===== src/source/eeprom_pkg.sv =====
package eeprom_pkg;

    typedef logic [10:0] ee_addr_t;  // block in [10:8], word in [7:0]
    typedef logic [7:0]  ee_byte_t;

    // what the shifter can put on the wire as one unit
    typedef enum logic [1:0] {
        SYM_START,
        SYM_STOP,
        SYM_TX,
        SYM_RX
    } sym_t;

    typedef enum logic [8:0] {
        ST_IDLE    = 9'b0_0000_0001,
        ST_START   = 9'b0_0000_0010,
        ST_CTRL_W  = 9'b0_0000_0100,
        ST_WORD    = 9'b0_0000_1000,
        ST_DATA_W  = 9'b0_0001_0000,
        ST_RESTART = 9'b0_0010_0000,
        ST_CTRL_R  = 9'b0_0100_0000,
        ST_DATA_R  = 9'b0_1000_0000,
        ST_STOP    = 9'b1_0000_0000
    } ctrl_state_t;

    // device type field, top nibble of the control byte
    localparam logic [3:0] DEVICE_CODE = 4'b1010;

endpackage


===== src/source/bus_slot_if.sv =====
`timescale 1ns/100ps

interface bus_slot_if import eeprom_pkg::*; ();

    logic     sym_go;     // one-cycle request
    sym_t     sym;
    ee_byte_t tx_byte;
    logic     rx_nack;    // 1 leaves SDA released in the ack bit

    logic     tick_low;   // mid SCL low
    logic     tick_high;  // mid SCL high
    logic     slot_end;

    logic     run;
    logic     sym_done;
    ee_byte_t rx_byte;
    logic     ack_bad;    // no ack seen after the last byte sent

    modport ctrl (output sym_go, sym, tx_byte, rx_nack,
                  input  run, sym_done, rx_byte, ack_bad);

    modport timer (input  run,
                   output tick_low, tick_high, slot_end);

    modport shifter (input  sym_go, sym, tx_byte, rx_nack,
                     input  tick_low, tick_high, slot_end,
                     output run, sym_done, rx_byte, ack_bad);

endinterface


===== src/source/bus_shifter.sv =====
`timescale 1ns/100ps

module bus_shifter import eeprom_pkg::*; (
    input  logic         CLK,
    input  logic         RESET,
    output logic         sda_low,   // 1 pulls SDA down
    input  logic         sda_in,
    bus_slot_if.shifter  slot_bus
);

    sym_t       kind;
    ee_byte_t   shreg;
    logic [3:0] slot_cnt;   // 0..8, slot 8 is the ack bit
    logic       last_slot;
    logic       bit_slot;   // one of the eight data slots

    assign bit_slot  = (slot_cnt != 4'd8);
    assign last_slot = (kind == SYM_START || kind == SYM_STOP) ? (slot_cnt == 4'd0)
                                                                : (slot_cnt == 4'd8);

    assign slot_bus.rx_byte = shreg;

    always_ff @(posedge CLK) begin
        if (RESET) begin
            slot_bus.run      <= 1'b0;
            slot_bus.sym_done <= 1'b0;
            slot_bus.ack_bad  <= 1'b0;
            sda_low           <= 1'b0;
            kind              <= SYM_STOP;
            slot_cnt          <= 4'd0;
        end else begin
            slot_bus.sym_done <= 1'b0;
            if (!slot_bus.run) begin
                if (slot_bus.sym_go) begin
                    kind         <= slot_bus.sym;
                    slot_cnt     <= 4'd0;
                    slot_bus.run <= 1'b1;
                end
            end else begin
                if (slot_bus.tick_low) begin
                    unique case (kind)
                        SYM_START: sda_low <= 1'b0;   // release before the falling edge
                        SYM_STOP:  sda_low <= 1'b1;
                        SYM_TX:    sda_low <= bit_slot ? ~shreg[7] : 1'b0;
                        SYM_RX:    sda_low <= bit_slot ? 1'b0 : ~slot_bus.rx_nack;
                    endcase
                end
                if (slot_bus.tick_high) begin
                    if (kind == SYM_START)
                        sda_low <= 1'b1;              // falling SDA with SCL high
                    else if (kind == SYM_STOP)
                        sda_low <= 1'b0;
                    else if (kind == SYM_TX && !bit_slot)
                        slot_bus.ack_bad <= sda_in;
                end
                if (slot_bus.slot_end) begin
                    if (last_slot) begin
                        slot_bus.run      <= 1'b0;
                        slot_bus.sym_done <= 1'b1;
                    end else begin
                        slot_cnt <= slot_cnt + 4'd1;
                    end
                end
            end
        end
    end

    // shift register, MSB first both ways
    always_ff @(posedge CLK) begin
        if (slot_bus.sym_go && !slot_bus.run)
            shreg <= slot_bus.tx_byte;
        else if (slot_bus.tick_low && kind == SYM_TX && bit_slot)
            shreg <= {shreg[6:0], 1'b0};
        else if (slot_bus.tick_high && kind == SYM_RX && bit_slot)
            shreg <= {shreg[6:0], sda_in};
    end

endmodule


===== src/source/eeprom_ctrl.sv =====
`timescale 1ns/100ps

module eeprom_ctrl import eeprom_pkg::*; (
    input  logic      CLK,
    input  logic      RESET,
    input  logic      wr,
    input  logic      rd,
    input  ee_addr_t  addr,
    input  ee_byte_t  wdata,
    output ee_byte_t  rdata,
    output logic      busy,
    output logic      done,
    output logic      nack,
    bus_slot_if.ctrl  slot_bus
);

    ctrl_state_t state;
    ctrl_state_t nxt;

    ee_addr_t addr_q;
    ee_byte_t wdata_q;
    logic     op_rd;
    ee_byte_t ctrl_w;
    ee_byte_t ctrl_r;
    logic     accept;
    logic     go_next;    // current symbol finished
    logic     tx_state;   // states that send a byte and expect an ack

    assign ctrl_w = {DEVICE_CODE, addr_q[10:8], 1'b0};
    assign ctrl_r = {DEVICE_CODE, addr_q[10:8], 1'b1};

    assign accept   = (state == ST_IDLE) && (wr || rd) && !slot_bus.run;
    assign go_next  = (state != ST_IDLE) && slot_bus.sym_done;
    assign tx_state = state inside {ST_CTRL_W, ST_WORD, ST_DATA_W, ST_CTRL_R};

    always_comb begin
        nxt = state;
        unique case (state)
            ST_IDLE: begin
                if (accept)
                    nxt = ST_START;
            end
            ST_START:   nxt = ST_CTRL_W;
            ST_CTRL_W:  nxt = slot_bus.ack_bad ? ST_STOP : ST_WORD;
            ST_WORD: begin
                if (slot_bus.ack_bad)
                    nxt = ST_STOP;
                else if (op_rd)
                    nxt = ST_RESTART;   // dummy write done, turn the bus around
                else
                    nxt = ST_DATA_W;
            end
            ST_DATA_W:  nxt = ST_STOP;
            ST_RESTART: nxt = ST_CTRL_R;
            ST_CTRL_R:  nxt = slot_bus.ack_bad ? ST_STOP : ST_DATA_R;
            ST_DATA_R:  nxt = ST_STOP;
            ST_STOP:    nxt = ST_IDLE;
            default:    nxt = ST_IDLE;
        endcase
    end

    always_ff @(posedge CLK) begin
        if (RESET) begin
            state            <= ST_IDLE;
            busy             <= 1'b0;
            done             <= 1'b0;
            nack             <= 1'b0;
            slot_bus.sym_go  <= 1'b0;
            slot_bus.sym     <= SYM_STOP;
            slot_bus.rx_nack <= 1'b0;
        end else begin
            slot_bus.sym_go <= 1'b0;
            done            <= 1'b0;

            if (accept || go_next) begin
                state <= nxt;
                if (nxt == ST_IDLE) begin
                    busy <= 1'b0;
                    done <= 1'b1;
                end else begin
                    busy            <= 1'b1;
                    slot_bus.sym_go <= 1'b1;   // lands the cycle after sym_done
                    unique case (nxt)
                        ST_START,
                        ST_RESTART: slot_bus.sym <= SYM_START;
                        ST_STOP:    slot_bus.sym <= SYM_STOP;
                        ST_DATA_R:  slot_bus.sym <= SYM_RX;
                        default:    slot_bus.sym <= SYM_TX;
                    endcase
                    // single read byte, always answered with a nack
                    slot_bus.rx_nack <= (nxt == ST_DATA_R);
                end
            end

            if (accept)
                nack <= 1'b0;
            else if (go_next && tx_state && slot_bus.ack_bad)
                nack <= 1'b1;
        end
    end

    // request payload and the byte for the next symbol
    always_ff @(posedge CLK) begin
        if (accept) begin
            addr_q  <= addr;
            wdata_q <= wdata;
            op_rd   <= ~wr;   // wr wins
        end
        if (accept || go_next) begin
            case (nxt)
                ST_CTRL_W: slot_bus.tx_byte <= ctrl_w;
                ST_WORD:   slot_bus.tx_byte <= addr_q[7:0];
                ST_DATA_W: slot_bus.tx_byte <= wdata_q;
                ST_CTRL_R: slot_bus.tx_byte <= ctrl_r;
                default:   slot_bus.tx_byte <= slot_bus.tx_byte;
            endcase
        end
        if (go_next && state == ST_DATA_R)
            rdata <= slot_bus.rx_byte;
    end

endmodule


===== src/source/eeprom_master.sv =====
`timescale 1ns/100ps

module eeprom_master import eeprom_pkg::*; #(
    parameter int QUARTER = 2   // clocks per quarter of a bit slot
) (
    input  logic     CLK,
    input  logic     RESET,
    input  logic     wr,
    input  logic     rd,
    input  ee_addr_t addr,
    input  ee_byte_t wdata,
    output ee_byte_t rdata,
    output logic     busy,
    output logic     done,
    output logic     nack,
    output logic     scl,
    output logic     sda_low,
    input  logic     sda_in
);

    bus_slot_if slot_bus ();

    eeprom_ctrl ctrl0 (
        .CLK      (CLK),
        .RESET    (RESET),
        .wr       (wr),
        .rd       (rd),
        .addr     (addr),
        .wdata    (wdata),
        .rdata    (rdata),
        .busy     (busy),
        .done     (done),
        .nack     (nack),
        .slot_bus (slot_bus)
    );

    scl_timer #(
        .QUARTER (QUARTER)
    ) timer0 (
        .CLK      (CLK),
        .RESET    (RESET),
        .scl      (scl),
        .slot_bus (slot_bus)
    );

    // open-drain pair, the line itself is resolved outside
    bus_shifter shift0 (
        .CLK      (CLK),
        .RESET    (RESET),
        .sda_low  (sda_low),
        .sda_in   (sda_in),
        .slot_bus (slot_bus)
    );

endmodule


===== src/source/scl_timer.sv =====
`timescale 1ns/100ps

module scl_timer #(
    parameter int QUARTER = 2
) (
    input  logic       CLK,
    input  logic       RESET,
    output logic       scl,
    bus_slot_if.timer  slot_bus
);

    // width of the quarter counter, at least one bit
    localparam int QW = (QUARTER > 1) ? $clog2(QUARTER) : 1;

    logic [QW-1:0] q_cnt;
    logic [1:0]    phase;   // quarter within the bit slot
    logic          q_last;

    assign q_last = (q_cnt == QW'(QUARTER - 1));

    // counter parks at zero between symbols
    always_ff @(posedge CLK) begin
        if (RESET || !slot_bus.run) begin
            q_cnt <= '0;
            phase <= 2'd0;
        end else if (q_last) begin
            q_cnt <= '0;
            phase <= phase + 2'd1;
        end else begin
            q_cnt <= q_cnt + 1'b1;
        end
    end

    /*
     * Quarters 0 and 1 hold SCL low, 2 and 3 hold it high.
     * The line sits high whenever no symbol is running.
     */
    assign scl = ~slot_bus.run | phase[1];

    assign slot_bus.tick_low  = slot_bus.run & q_last & (phase == 2'd0);
    assign slot_bus.tick_high = slot_bus.run & q_last & (phase == 2'd2);
    assign slot_bus.slot_end  = slot_bus.run & q_last & (phase == 2'd3);

endmodule


===== config.mk =====
export PLATFORM = sky130hd
export DESIGN_NAME = eeprom_master
export DESIGN_NICKNAME = d
export VERILOG_FILES = /design/src/source/eeprom_pkg.sv /design/src/source/bus_slot_if.sv /design/src/source/bus_shifter.sv /design/src/source/eeprom_ctrl.sv /design/src/source/eeprom_master.sv /design/src/source/scl_timer.sv
export SDC_FILE = /design/constraint.sdc
export NUM_CORES = 1
export LEC_CHECK = 0
export BUFFER_PORTS_ARGS = -buffer_cell sky130_fd_sc_hd__buf_4
export CORE_MARGIN = 3
export CORE_UTILIZATION = 25
export DETAILED_ROUTE_END_ITERATION = 10
export SYNTH_ARGS = -nofsm -noshare
export SYNTH_HDL_FRONTEND = slang
export SYNTH_SLANG_ARGS = --single-unit

===== constraint.sdc =====
create_clock -name CLK -period 4 [get_ports CLK]
set_input_delay 0.4 -clock CLK [delete_from_list [all_inputs] [get_ports CLK]]
set_output_delay 0.4 -clock CLK [all_outputs]
set_load 0.005 [all_outputs]

==> results of run 1 <==
==> where the power goes <==
part	total [mW]	internal (mW)	switching [mW]	leakage, nW
Clock	0.859	0.550	0.309	0.157
Combinational	0.482	0.174	0.308	0.600
Sequential	1.11	1.02	0.0893	0.641
Total	2.45	1.74	0.706	1.40
==> path summary, 6_finish.rpt <==
path	start	endpoint	slack, ns
worst max-delay path	ctrl0.state[7]	ctrl0.slot_bus.tx_byte[0]	1.35
worst min-delay path	wdata[1]	ctrl0.wdata_q[1]	0.24
worst max register to register	ctrl0.state[7]	ctrl0.slot_bus.tx_byte[0]	1.35
worst min register to register	ctrl0.slot_bus.sym[1]	shift0.kind[1]	0.45
==> sequential cells by signal, indices dropped and copies added (netlist names), 2 cells and up <==
signal	count
ctrl0.slot_bus.sym	2
ctrl0.wdata_q	8
ctrl0.rdata	8
shift0.slot_cnt	4
ctrl0.addr_q	11
ctrl0.state	9
timer0.phase	2
ctrl0.slot_bus.tx_byte	8
shift0.kind	2
shift0.slot_bus.rx_byte	8
==> layer usage <==
metal,GRT usage,share of wire,vias to the layer above
met2,0.147,0.46,58
met1,0.117,0.47,970
met3,0.0356,0.065,6
li1,-,-,1086
met4,0.0271,0.0093,0
met5,0,0,-
==> per-stage QoR <==
stage                     hold WS [ns]  std cells   util
after CTS                        0.233        492  0.320
after global routing             0.231        492  0.320
final                            0.245        492  0.320
after detailed placement         0.445        476  0.293
after global placement           0.442        476  0.293
after floorplan                  0.426        285      -
==> cell type report <==
cell class	count	share of cell area
clock buffers	9	0.0582
clock inverters	7	0.0259
inverters	10	0.00970
multi-input cells	186	0.285
flip-flops and latches	73	0.491
well taps	168	0.0543
repair buffers	39	0.0757
==> synth_stat cells, types with 2 or more instances <==
master | n | area share
mux2i_1 | 5 | 0.016
clkbuf_1 | 13 | 0.016
a22o_1 | 6 | 0.017
nor2_1 | 18 | 0.022
a21oi_1 | 15 | 0.024
nor4b_1 | 2 | 0.0056
xnor2_1 | 3 | 0.0084
xor2_1 | 6 | 0.017
o21bai_1 | 2 | 0.0048
ha_1 | 5 | 0.020
dfxtp_1 | 29 | 0.19
o21ai_0 | 14 | 0.023
nand2b_1 | 8 | 0.016
buf_2 | 2 | 0.0032
a22oi_1 | 2 | 0.0048
inv_1 | 10 | 0.012
or4_1 | 2 | 0.0048
nand2_1 | 45 | 0.054
a21o_1 | 4 | 0.0097
nor3b_1 | 3 | 0.0072
nor4_1 | 4 | 0.0080
nand3_1 | 6 | 0.0097
a221o_1 | 2 | 0.0064
nor3_1 | 13 | 0.021
edfxtp_1 | 44 | 0.42
nand3b_1 | 2 | 0.0048
nor2b_1 | 3 | 0.0060
or3_1 | 2 | 0.0040
==> critical path, delay by kind of cell, from the launching register on <==
family	cells	cell delay, ns
AO/OA/AOI/OAI	1	0.57
flip-flops	1	0.40
buffers and inverters	1	0.23
AND/OR/NAND/NOR	4	1.07
==> cell families after synthesis <==
family	synth area share
and+or+nand+nor	0.183
DFF	0.611
AOI/OAI and AO/OA	0.110
buffers and inverters	0.0346
xor gates and xnor gates	0.0253
muxes	0.0161
adders and majority gates	0.0201
==> results.md, run 1 <==
* Synth-to-layout area growth at 24.4%
* Fin. Hold Viols at 0
* Worst EP required at 3.96 ns
* Clk root buf: clkbuf_16
* First-pass GRT wire length at 10.3 mm
* Final antenna-violating net count at 0
* Ys flop type: edfxtp_1
* Global Route Usage Sum at 0.0925
* Leakage at 1.40 nW
* Setup Fix Bufs, Post-CTS at 0
* Final worst-path cycle share at 0.661
* CTS Hold Buffers Added at 0
* WL per Instance at 12.5 µm
* # IOs at 37
* Routability congestion estimate at 0.810
* Area of the multi-input gates at 1100 µm²
* Num CTS Buffers at 9
* Async SR Flop Fraction at 0
* DRC at 0
* Crit-path max FO at 12
* Worst slew margin relative to its limit at 0.262
* P per Cell Area at 632 nW/µm²
* Critical path class: flip-flop to flip-flop
* Worst Setup End Kind: flip-flop
* Synth cell types at 43
* Largest net degree at the start of global routing at 31
* Setup Skew at 0.00804 ns
* Post-route cell area at 3870 µm²
* Detailed Route WL at 6.13 mm
* Maxcap violations at 0
* Post-DP HPWL at 4.43 mm
* Reg clk slew, reported paths at 0.06 ns
* ANT cells at 0
* Die area at 13800 µm²
* HP Class: input pin to flip-flop
* Placed Area at 3540 µm²
* Post-synthesis sequential area ratio at 0.611
* FF+latch count, synth at 73
* Cell breakdown of the critical path: nor4_1 > nand3_1 > nor4_1 > buf_4 > nor2_1 > a21oi_1
* GRT Residual Overflow at 0
* Post-synth EDFFs at 44
* Critical-path top delay cell: a21oi_1
* CP Launch Type: flip-flop
* Worst-Skew Late Latency at 0.33 ns
* Antenna violations before repair at 0
* Worst slew pin tran at 1.10 ns
* Most frequent cells in the layout: nand2_1, edfxtp_1, buf_4, dfxtp_1, nor2_1
* Setup ws final at 1.35 ns
* Synthesized cell area at 3110 µm²
* Max-slew violations at 0
* Post-DR vias/cell at 4.31
* Syn Inst Count at 285
* CTS Sinks at 73
* Initial core utilization at 0.257
* FF/Latch Area at 1900 µm²
* RSZ-0062 raised after global routing: false
* Die width at 118 µm
* Max Fclk at 378 MHz
* # setup viols final at 0
* Nets at 348
* Cts repair resizes at 0
* CP arrival at 2.60 ns
* Setup_tns at 0 ns
* Fillers at 1257
* Crit path largest cell delay at 0.57 ns
* Initial detailed-routing violation count at 99
* Drt pass-1 iters at 4
* Hold Crit Depth at 1
* # port buffers at 36
* Synthesis warning total at 0
* Share of cells above drive strength 1 at 0.179
* Syn Area/Cell at 10.9 µm²
* Via Count at 2120
* R2r worst-path depth at 6
* Tmin final at 2.65 ns
* CTS tree: yes
* Design Power at 2.45 mW
* CP most frequent cell: nor4_1
* Clock buffer depth at 2
* Peak supply drop at 0.000199 V
* Core area at 12100 µm²
* Vias in the first global route at 2108
* Rows at 40
* Commonest non-fill, non-tap cell in the layout: nand2_1
* Outcome: finished clean
* Syn_nets at 314
* Place WS at 1.38 ns
* H-tree Lvls at 3
* Die Ht at 118 µm
Note: power is estimated with default switching activity, not from simulation.
==> run 2, diff against run 1 <==
==> constraint.sdc (replaced) <==
create_clock -name CLK -period 2.4 [get_ports CLK]
set_input_delay 0.24 -clock CLK [delete_from_list [all_inputs] [get_ports CLK]]
set_output_delay 0.24 -clock CLK [all_outputs]
set_load 0.005 [all_outputs]
==> run 2 against run 1 <==
  * Worst hold slack got worse by 0.16 ns
  * Clock skew about the same
  * Design area increased by 1.8%
  * Sequential cell count unchanged
  * Fmax increased by 20%
  * Die area unchanged
  * Register-to-register slack got worse by 1.2 ns
  * Power increased by 66%
  * Critical path type unchanged
  * Largest power group unchanged
==> results.md, run 2 (synthesis results as in run 1) <==
* Drt pass-1 iters at 4
* # setup viols final at 0
* Critical-path top delay cell: nor3b_1
* Post-DR vias/cell at 4.35
* Critical path class: flip-flop to flip-flop
* DRC at 0
* Num CTS Buffers at 9
* Crit path from: ctrl0.state[7]
* Via Count at 2183
* Most frequent cells in the layout: buf_4, nand2_1, edfxtp_1, dfxtp_1, nor2_1
* Die width at 118 µm
* Setup ws final at 0.193 ns
* Max-slew violations at 0
* Place WS at 0.218 ns
* Vias in the first global route at 2216
* Clock buffer depth at 2
* Worst Setup End Kind: flip-flop
* Top Registers: ctrl0.addr_q x11, ctrl0.state x9
* RSZ-0062 raised after global routing: false
* Die area at 13800 µm²
* Worst slew margin relative to its limit at 0.668
* Met1 wire length at 2.85 mm
* Post-DP HPWL at 4.63 mm
* Fillers at 1277
* Worst slew pin tran at 0.493 ns
* Cell breakdown of the critical path: nor4_1 > nand3_1 > nor3b_1 > nor2_1 > a21oi_4
* Nets at 358
* R2R Path Start: ctrl0.state[7]
* Die Ht at 118 µm
* Max Fclk at 453 MHz
* Fin. Hold Viols at 0
* Leakage at 1.43 nW
* WL met3 at 364 µm
* Placed Area at 3640 µm²
* Final worst-path cycle share at 0.919
* HP Start: addr[0]
* Layout Utilization at 0.325
* Routability congestion estimate at 0.854
* CTS Hold Buffers Added at 0
* Met2 WL at 3.04 mm
* Crit path max-delay family: simple AND/OR/NAND/NOR gates
* Clk root buf: clkbuf_16
* Post-route cell area at 3940 µm²
* ANT cells at 0
* Cts repair resizes at 0
* # port buffers at 36
* P per Cell Area at 1030 nW/µm²
* Share of cells above drive strength 1 at 0.210
* First-pass GRT wire length at 10.9 mm
* Setup Skew at 0.00788 ns
* Crit path largest cell delay at 0.41 ns
* Outcome: finished clean
* Final antenna-violating net count at 0
* Setup Fix Bufs, Post-CTS at 0
* H-tree Lvls at 3
* Max reg flops at 11
* Peak supply drop at 0.000317 V
* Core area at 12100 µm²
* CP Launch Type: flip-flop
* Top routing layer used: met4
* Initial detailed-routing violation count at 124
* Largest net degree at the start of global routing at 31
* Reg clk slew, reported paths at 0.06 ns
* WHS at 0.0866 ns
* HP Class: input pin to flip-flop
* Worst EP required at 2.41 ns
* WL per Instance at 12.7 µm
* Most flop-heavy register: ctrl0.addr_q
* Tmin final at 2.21 ns
* Crit-path max FO at 9
* Worst Path Buf+Inv at 0
* # IOs at 37
* Global Route Usage Sum at 0.0995
* GRT Residual Overflow at 0
* Antenna violations before repair at 0
* Detailed Route WL at 6.38 mm
* CTS tree: yes
* Worst-Skew Late Latency at 0.33 ns
* Initial core utilization at 0.257
* CP arrival at 2.21 ns
* Commonest non-fill, non-tap cell in the layout: buf_4
* Maxcap violations at 0
* CTS Sinks at 73
* Rows at 40
* Synth-to-layout area growth at 26.6%
## run 2: cell types whose count changed in the layout (fill, tap and decap cells not counted), sizes merged
cell      delta
bufinv       -1
clkinvlp     +1
buf         +10
## run 2: worst register-to-register path, delay by kind of cell, from the launching register on
kind / cells / cell delay, ns
AND/OR/NAND/NOR: 4 / 1.19
flip-flops: 1 / 0.40
AO/OA/AOI/OAI: 1 / 0.29
## run 2: through the flow
stage                     setup TNS (ns)  cells  power (mW)
after floorplan                    -2.27    285        2.44
after global placement                 0    486        2.76
after detailed placement               0    486        2.77
after CTS                              0    502        4.12
after global routing                   0    502        4.32
final                                  0    502        4.07
## run 2: area by class of cell
| class | count | area, µm² | area share |
|---|---|---|---|
| clock inverters | 7 | 78.8 | 0.0200 |
| well taps | 168 | 210 | 0.0534 |
| multi-input cells | 186 | 1120 | 0.284 |
| clock buffers | 9 | 225 | 0.0572 |
| repair buffers | 49 | 368 | 0.0934 |
| inverters | 10 | 37.5 | 0.00953 |
| flip-flops and latches | 73 | 1900 | 0.483 |
## run 2: where the power goes
part           switching (mW)  internal [mW]
sequential              0.133           1.69
combinational           0.548          0.358
clock                   0.522          0.814
total                    1.20           2.86
## run 2: routing by layer
metal,track usage,vias to the layer above
met5,0,-
li1,-,1107
met2,0.157,64
met4,0.0410,0
met1,0.124,1000
met3,0.0356,12
## run 2: final timing paths
| kind | end | slack [ns] | cells past startpoint |
|---|---|---|---|
| min reg2reg | ctrl0.rdata[6] | 0.45 | 0 |
| min | ctrl0.addr_q[0] | 0.09 | 1 |
| max reg2reg | ctrl0.slot_bus.tx_byte[6] | 0.19 | 5 |
| max | ctrl0.slot_bus.tx_byte[6] | 0.19 | 5 |
==> run 3, diff against run 2 <==
--- a/config.mk
+++ b/config.mk
@@ -8,6 +8,7 @@
 export BUFFER_PORTS_ARGS = -buffer_cell sky130_fd_sc_hd__buf_4
 export CORE_MARGIN = 3
 export CORE_UTILIZATION = 25
+export CTS_BUF_LIST = sky130_fd_sc_hd__clkbuf_8
 export DETAILED_ROUTE_END_ITERATION = 10
 export SYNTH_ARGS = -nofsm -noshare
 export SYNTH_HDL_FRONTEND = slang
==> run 3 against run 2 <==
  * Fmax increased by 0.26%
  * Worst hold slack worse by 0.022 ns
  * Non-clock buffer count unchanged
  * Design area shrank 2.6%
  * Cell count is the same
  * Wire length is 0.50% higher
  * Global-route usage hardly changed
  * Sequential power barely moved
  * Critical endpoint unchanged
  * Setup slack better by 0.0058 ns
  * Sequential share of layout area is 1.3 points higher
  * Core utilization fell by 0.84 points
  * Clock skew increased by 0.0068 ns
  * Largest power group unchanged
==> results.md, run 3 (synthesis results as in run 1) <==
* Synth-to-layout area growth at 23.4%
* Cell breakdown of the critical path: nor4_1 > nand3_1 > nor3b_1 > nor2_1 > a21oi_4
* Dpl cells at 486
* CP Launch Type: flip-flop
* Place WS at 0.218 ns
* Peak supply drop at 0.000308 V
* CTS tree: yes
* Routability congestion estimate at 0.854
* Fin. Hold Viols at 0
* Most flop-heavy register: ctrl0.addr_q
* Worst slew pin tran at 0.537 ns
* Top Registers: ctrl0.addr_q x11, ctrl0.state x9
* WHS at 0.0645 ns
* Post-DP HPWL at 4.63 mm
* Clk root buf: clkbuf_8
* First-pass GRT wire length at 10.9 mm
* Placed Area at 3640 µm²
* # IOs at 37
* Maxcap violations at 0
* Most frequent cells in the layout: buf_4, nand2_1, edfxtp_1, dfxtp_1, nor2_1
* Crit path max-delay family: simple AND/OR/NAND/NOR gates
* Via Count at 2191
* Worst Setup End Kind: flip-flop
* Rows at 40
* Tmin final at 2.20 ns
* Die Ht at 118 µm
* CTS Hold Buffers Added at 0
* Outcome: finished clean
* Die area at 13800 µm²
* Share of cells above drive strength 1 at 0.210
* Max reg flops at 11
* Reg clk slew, reported paths at 0.08 ns
* Top routing layer used: met4
* Initial core utilization at 0.257
* P per Cell Area at 964 nW/µm²
* Design Power at 3.70 mW
* Psw at 1.16 mW
* GRT Residual Overflow at 0
* Met1 wire length at 2.92 mm
* Nets at 358
* Setup ws final at 0.199 ns
* Clock buffer depth at 2
* Critical path class: flip-flop to flip-flop
* Post-route cell area at 3840 µm²
* Final cell count without fillers at 502
* CP arrival at 2.23 ns
* Max Fclk at 454 MHz
* Die width at 118 µm
* Initial detailed-routing violation count at 116
* Antenna violations before repair at 0
* Met2 WL at 3.07 mm
* Critical-path top delay cell: dfxtp_1
* Worst EP required at 2.43 ns
* Num CTS Buffers at 9
* Worst slew margin relative to its limit at 0.639
* CTS Sinks at 73
* Crit path largest cell delay at 0.41 ns
* H-tree Lvls at 3
* Worst Path Buf+Inv at 0
* Drt pass-1 iters at 4
* Post-DR vias/cell at 4.36
* Core area at 12100 µm²
* Gate power share at 0.245
* Reg power frac at 0.492
* Detailed Route WL at 6.41 mm
* WL met3 at 252 µm
* Internal power at 2.54 mW
* Switching Fraction at 0.315
* Leakage at 1.39 nW
* Worst-Skew Late Latency at 0.36 ns
* Crit-path max FO at 9
* Setup Skew at 0.0147 ns
* Final antenna-violating net count at 0
* Setup Fix Bufs, Post-CTS at 0
* Final worst-path cycle share at 0.917
* DRC at 0
* Cts repair resizes at 0
* ANT cells at 0
* # setup viols final at 0
* Global Route Usage Sum at 0.0994
* Commonest non-fill, non-tap cell in the layout: buf_4
* Vias in the first global route at 2216
* Fillers at 1287
* # port buffers at 36
* WL per Instance at 12.8 µm
* HP Class: input pin to flip-flop
* RSZ-0062 raised after global routing: false
* Max-slew violations at 0
* Largest net degree at the start of global routing at 31
* Clock Power Share at 0.263
## run 3: cell count changes in the layout (fill, tap and decap cells not counted)
cell       delta
clkbuf_8      +9
clkbuf_16     -9
## run 3: through the flow
| stage | util | setup TNS [ns] |
|---|---|---|
| 3_3_place_gp | 0.300 | 0 |
| 2_1_floorplan | - | -2.27 |
| 5_1_grt | 0.317 | 0 |
| 4_1_cts | 0.317 | 0 |
| 3_5_place_dp | 0.300 | 0 |
| 6_report | 0.317 | 0 |
## run 3: area by class of cell
| type | instances | area (µm²) | share of cell area |
|---|---|---|---|
| Clock buffer | 9 | 124 | 0.0323 |
| Inverter | 10 | 37.5 | 0.00978 |
| Timing Repair Buffer | 49 | 368 | 0.0958 |
| Multi-Input combinational cell | 186 | 1120 | 0.291 |
| Tap cell | 168 | 210 | 0.0548 |
| Clock inverter | 7 | 78.8 | 0.0205 |
| Sequential cell | 73 | 1900 | 0.495 |
## run 3: power groups by stage
| stage | Clock [mW] | Sequential [mW] | Combinational (mW) |
|---|---|---|---|
| floorplan | 0 | 1.81 | 0.638 |
| global placement | 0 | 1.84 | 0.915 |
| detailed placement | 0 | 1.85 | 0.917 |
| CTS | 1.00 | 1.82 | 0.923 |
| global route | 1.07 | 1.86 | 1.02 |
| finish | 0.971 | 1.82 | 0.907 |
## run 3: path summary, 6_finish.rpt
path                                                 start                        end  slack (ns)  cells after the start
worst max-delay path                        ctrl0.state[7]  ctrl0.slot_bus.tx_byte[6]        0.20                      5
worst min-delay path                               addr[1]            ctrl0.addr_q[1]        0.06                      1
worst max register to register              ctrl0.state[7]  ctrl0.slot_bus.tx_byte[6]        0.20                      5
worst min register to register  shift0.slot_bus.rx_byte[5]             ctrl0.rdata[5]        0.44                      0
## run 3: layer usage
metal  vias up  track usage
met3        16       0.0308
li1       1110            -
met4         0       0.0476
met2        47        0.160
met5         -            0
met1      1018        0.121
